==> config.mk <==
export PLATFORM = sky130hd
export DESIGN_NAME = result_stage
export DESIGN_NICKNAME = d
export VERILOG_FILES = /design/src/logic/core_pkg.sv /design/src/logic/result_stage.sv
export SDC_FILE = /design/constraint.sdc
export NUM_CORES = 1
export LEC_CHECK = 0
export ABC_AREA = 0
export BUFFER_PORTS_ARGS = -buffer_cell sky130_fd_sc_hd__buf_2
export CAP_MARGIN = 15
export CORE_AREA = 2 2 136 138
export DETAILED_ROUTE_END_ITERATION = 10
export DIE_AREA = 0 0 138 140
export HOLD_SLACK_MARGIN = 0.06
export PLACE_DENSITY = 0.67
export REMOVE_ABC_BUFFERS = 1
export SKIP_LAST_GASP = 1
export SYNTH_ARGS = -nofsm -noshare
export SYNTH_HDL_FRONTEND = slang
export SYNTH_SLANG_ARGS = --single-unit
==> constraint.sdc <==
create_clock -name clk_i -period 0.8 [get_ports clk_i]
set_clock_uncertainty 0.1 [all_clocks]
set_input_delay 0.16 -clock clk_i [delete_from_list [all_inputs] [get_ports clk_i]]
set_output_delay 0.16 -clock clk_i [all_outputs]
set_load 0.03 [all_outputs]
==> src/logic/core_pkg.sv <==
package core_pkg;

  // ---------------------------------------------------------------------------
  // Widths and vector types
  // ---------------------------------------------------------------------------
  localparam int unsigned DefaultXlen = 64;

  typedef logic [31:0] instr_t;
  typedef logic [4:0]  reg_addr_t;
  typedef logic [3:0]  alu_op_t;
  typedef logic [3:0]  cause_t;

  // ---------------------------------------------------------------------------
  // Major opcodes
  // ---------------------------------------------------------------------------
  localparam logic [6:0] OpcodeOp    = 7'b0110011;
  localparam logic [6:0] OpcodeOpImm = 7'b0010011;
  localparam logic [6:0] OpcodeLui   = 7'b0110111;

  // ---------------------------------------------------------------------------
  // ALU operations
  // ---------------------------------------------------------------------------
  localparam alu_op_t AluAdd  = 4'd0;
  localparam alu_op_t AluSub  = 4'd1;
  localparam alu_op_t AluAnd  = 4'd2;
  localparam alu_op_t AluOr   = 4'd3;
  localparam alu_op_t AluXor  = 4'd4;
  localparam alu_op_t AluSlt  = 4'd5;
  localparam alu_op_t AluSltu = 4'd6;
  localparam alu_op_t AluSll  = 4'd7;
  localparam alu_op_t AluSrl  = 4'd8;
  localparam alu_op_t AluSra  = 4'd9;
  // Passes operand b, which holds the U-immediate
  localparam alu_op_t AluLui  = 4'd10;

  // Exception causes
  localparam cause_t IllegalInstrCause = 4'd2;

endpackage

==> src/logic/result_stage.sv <==
module result_stage #(
  parameter int unsigned Xlen = core_pkg::DefaultXlen
) (
  input  logic                clk_i,
  input  logic                rst_ni,
  // From execute
  input  logic                ex_valid_i,
  input  logic [Xlen-1:0]     ex_pc_i,
  input  logic                ex_we_i,
  input  core_pkg::reg_addr_t ex_rd_i,
  input  logic [Xlen-1:0]     ex_result_i,
  input  logic                ex_illegal_i,
  // Register write-back
  output logic                wb_we_o,
  output core_pkg::reg_addr_t wb_waddr_o,
  output logic [Xlen-1:0]     wb_wdata_o,
  // Commit port
  output logic                commit_valid_o,
  output logic [Xlen-1:0]     commit_pc_o,
  output logic                commit_we_o,
  output core_pkg::reg_addr_t commit_waddr_o,
  output logic [Xlen-1:0]     commit_wdata_o,
  output logic                commit_ex_valid_o,
  output core_pkg::cause_t    commit_ex_cause_o
);

  import core_pkg::*;

  logic commit_we;

  assign commit_we = ex_valid_i && ex_we_i && !ex_illegal_i;

  // Write lands at the same edge that loads the commit record
  assign wb_we_o    = commit_we;
  assign wb_waddr_o = ex_rd_i;
  assign wb_wdata_o = ex_result_i;

  always_ff @(posedge clk_i or negedge rst_ni) begin
    if (!rst_ni) begin
      commit_valid_o    <= 1'b0;
      commit_we_o       <= 1'b0;
      commit_ex_valid_o <= 1'b0;
    end else begin
      commit_valid_o    <= ex_valid_i;
      commit_we_o       <= commit_we;
      commit_ex_valid_o <= ex_valid_i && ex_illegal_i;
    end
  end

  always_ff @(posedge clk_i) begin
    if (ex_valid_i) begin
      commit_pc_o       <= ex_pc_i;
      commit_waddr_o    <= ex_rd_i;
      commit_wdata_o    <= ex_result_i;
      commit_ex_cause_o <= ex_illegal_i ? IllegalInstrCause : cause_t'(0);
    end
  end

endmodule

Yosys cells after proc, flatten, opt, wreduce, memory -nomap -nowiden
Index checks and enable logic that the tools add are counted.

Muxes and demuxes: 1. Reductions and logical operators: 4.

Operators by type and width (count): 1-bit logical AND (3); 2-bit two-way mux (1); 1-bit logical NOT (1).

Register bits: 140. Input bits: 138. Output and inout bits: 210. Logic and storage cells: 12.

Longest topological paths before layout
Depth after elaboration: 2. Gate-level depth with buffers: 1. Depth with buffers taken out: 1.

Worst setup path before layout
Ideal clock, no wire load.

Path type: input to output. Start: in ex_illegal_i. End: out wb_we_o. Arrival: 0.542 ns. Required time: 0.540 ns. Slack: -0.002 ns. Cell stages on the path: 1. Buffers on the path: 0. Cell sequence: and3b_1.

Word-level cells in the longest chain between the ends: 2.

Ends and longest elaborated chain: start: declaration (RTL line result_stage.sv:12) `input logic ex_illegal_i,`; 1-bit logical NOT (RTL line result_stage.sv:31) `assign commit_we = ex_valid_i && ex_we_i && !ex_illegal_i;`; 1-bit logical AND (RTL line result_stage.sv:31); end: declaration (RTL line result_stage.sv:14) `output logic wb_we_o,`.

No other way between the ends.

Worst setup path after layout
Start: reg commit_wdata_o[63]. End: out commit_wdata_o[63].

RTL lines: start: declaration (RTL line result_stage.sv:22) `output logic [Xlen-1:0] commit_wdata_o,`; start signal: assignment (RTL line result_stage.sv:54) `commit_wdata_o <= ex_result_i;`.

No word-level cell between the ends.

==> qor.yml <==
final_layout:
  final_core_util: 0.512
  area_growth_pct: 95.5
  final_nets: 791
  drive_above_1_share: 0.583
  design_area_sq_um: 9110
  fillerInstances: 1427
  diodes: 0
worst_setup_path:
  path_delay_family: "flip-flops"
  cp_cell_sequence: "buf_6"
  critPathLaunchType: "flop"
  path_buf_inv: 1
  crit_path_end_kind: "primary output"
  critical_path_arrival_ns: 1.03
  max_stage_delay_ns: 0.44
  path_max_fanout: 1
  cp_data_required_time_ns: 0.54
  cpMaxStageDelayCell: "edfxtp_1"
  critPathKind: "flop to primary output"
routing:
  drc: 0
  final_antenna_net_count: 0
  via_per_inst: 3.88
  drt_first_pass_iters: 4
  via_count: 3470
  routed_wl_mm: 14.2
  wl_per_cell_um: 15.9
  first_iter_violations: 120
clocking:
  cts-root-buf: "clkbuf_16"
  cts_tree: "yes"
  h-tree-depth: 4
  cts_sinks: 137
  cts.clk_slew.worst_paths_ns: 0.06
  clockBufferDepth: 2
  numCtsBuffers: 17
  cts_hold_buf: 134
placed_design:
  hpwl_mm: 9.54
  gp_congestion: 0.818
  dpl_cell_area_sq_um: 6250
  portBuffers: 344
  dp_slack_ns: -0.228
worst_hold_path:
  hold_class: "input port to flop"
  min_to: "commit_ex_cause_o[1]"
  hp-start: "ex_illegal_i"
  worstHoldPathCells: 2
power:
  swShare: 0.257
  seqPwrFrac: 0.421
  power.internal_mw: 15.5
  p_leak_nw: 3.95
  pwr-share-comb: 0.195
  power_mw: 20.9
  vdd_drop_max_uv: 1400
  pwr-share-clk: 0.384
  power.switching_mw: 5.38
  power.density_nw_per_um2: 2300
logic_synthesis:
  synth-seq-cells: 137
  synth_flop_cell: "edfxtp_1"
  synthDominantCellAreaShare: 0.864
  synth_cell_type_count: 6
  synth_edf_count: 134
  synthesis.area_sq_um: 4660
  avgSynthCellArea_sq_um: 22.0
  async_flop_share: 0.0219
  yosys.area.top_type: "edfxtp_1"
  synth_seq_area_share: 0.880
  synthTopCellsByArea: "edfxtp_1, buf_4, dfrtp_1"
  synthTopCellsByCount: "edfxtp_1, buf_4, dfrtp_1"
  syn-instance-count: 212
  ys_warn_count: 0
  synth.most_common_cell: "edfxtp_1"
die:
  design.die.area_sq_um: 19300
  die_w_um: 138
  initial_core_util: 0.262
  die-height_um: 140
  ioPinCount: 348
  rows: 49
  core_area_sq_um: 17800
grt:
  grt_usage: 0.144
  antenna_found_initial: 1
  grt_pass1_vias: 3632
  grt_pass1_wl_mm: 20.7
  grt.overflow.total: 0
  grt_max_degree: 35
sta:
  fmax_ghz: 0.774
  finalCritPeriodShare: 1.61
  report.final.slew_viol_count: 0
  rsz0062_at_grt: "yes"
  fin_hold_ws_ns: -0.0686
  layout_setup_ws_ns: -0.491
  setup_violations: 140
  min_period_ns: 1.29
  finalHoldViolCount: 5
outcome:
  violations: "hold timing, setup timing"
  status: "complete, but fails checks"
run:
  cap_violations: 0
[final cells by class]
| class | count | area, sq um | share of cell area |
|---|---|---|---|
| Tap cell | 229 | 287 | 0.0315 |
| Clock buffer | 18 | 429 | 0.0471 |
| Multi-Input combinational cell | 5 | 28.8 | 0.00316 |
| Clock inverter | 13 | 179 | 0.0196 |
| Timing Repair Buffer | 492 | 4090 | 0.449 |
| Sequential cell | 137 | 4100 | 0.450 |
[registers in the layout, summed over array words and instances, names as in the netlist]
register and flops:
commit_we_o 1, commit_valid_o 1, commit_waddr_o 5, commit_ex_cause_o 1, commit_pc_o 64, commit_wdata_o 64, commit_ex_valid_o 1
[stage by stage]
step | std cells | hold WS, ns | TNS, ns
global placement | 726 | -0.131 | -26.04
global route | 894 | -0.0949 | -62.26
finish | 894 | -0.0686 | -56.30
CTS | 893 | -0.106 | -60.04
floorplan | 142 | -0.236 | -0.00186
detailed placement | 726 | -0.135 | -26.91
[metal layers]
layer  vias up  wire [um]  GRT usage
li1       1598          -          -
met3        22       1200     0.0643
met2       215       7580      0.257
met4         0        331     0.0585
met1      1635       5130      0.148
met5         -          0          0
[worst max path at each step]
| stage | startpoint | cells past startpoint | slack (ns) | end |
|---|---|---|---|---|
| 2_1_floorplan | ex_illegal_i | 1 | -0.002 | wb_we_o |
| 3_3_place_gp | ex_valid_i | 2 | -0.22 | commit_pc_o[46] |
| 3_5_place_dp | ex_valid_i | 2 | -0.23 | commit_pc_o[15] |
| 4_1_cts | commit_wdata_o[63] | 1 | -0.52 | commit_wdata_o[63] |
| 5_1_grt | commit_wdata_o[63] | 1 | -0.52 | commit_wdata_o[63] |
| 6_report | commit_wdata_o[63] | 1 | -0.49 | commit_wdata_o[63] |
[power by group through the flow]
stage / clock, mW / combinational (mW) / sequential, mW
after floorplan: 0 / 0.0268 / 9.96
after global placement: 0 / 2.91 / 8.78
after detailed placement: 0 / 2.92 / 8.79
after CTS: 8.26 / 4.07 / 8.80
after global routing: 8.54 / 4.23 / 8.85
final: 8.04 / 4.08 / 8.80
[logic make-up after synthesis]
family / after synthesis / synth area share
buf+inv: 72 / 0.116
other cells: 1 / 0.000805
flops: 137 / 0.880
simple gates: 2 / 0.00349
[placed cells by master (no fill, tap or decap), drive strengths merged]
master | synthesis | layout
conb | 1 | 3
buf | 72 | 358
dlygate4sd3 | 0 | 134
and3b | 1 | 1
dfrtp | 3 | 3
bufinv | 0 | 4
clkinvlp | 0 | 2
edfxtp | 134 | 134
clkbuf | 0 | 18
clkinv | 0 | 7
and2 | 1 | 1
[timing repair]
item	4_1_cts	5_1_grt
setup buffers	2	1
hold endpoints to repair	138	5
gates resized for setup	280	1
pin swaps	1	1
setup endpoints to repair	138	138
No activity file was read; power rests on OpenSTA's default activity.
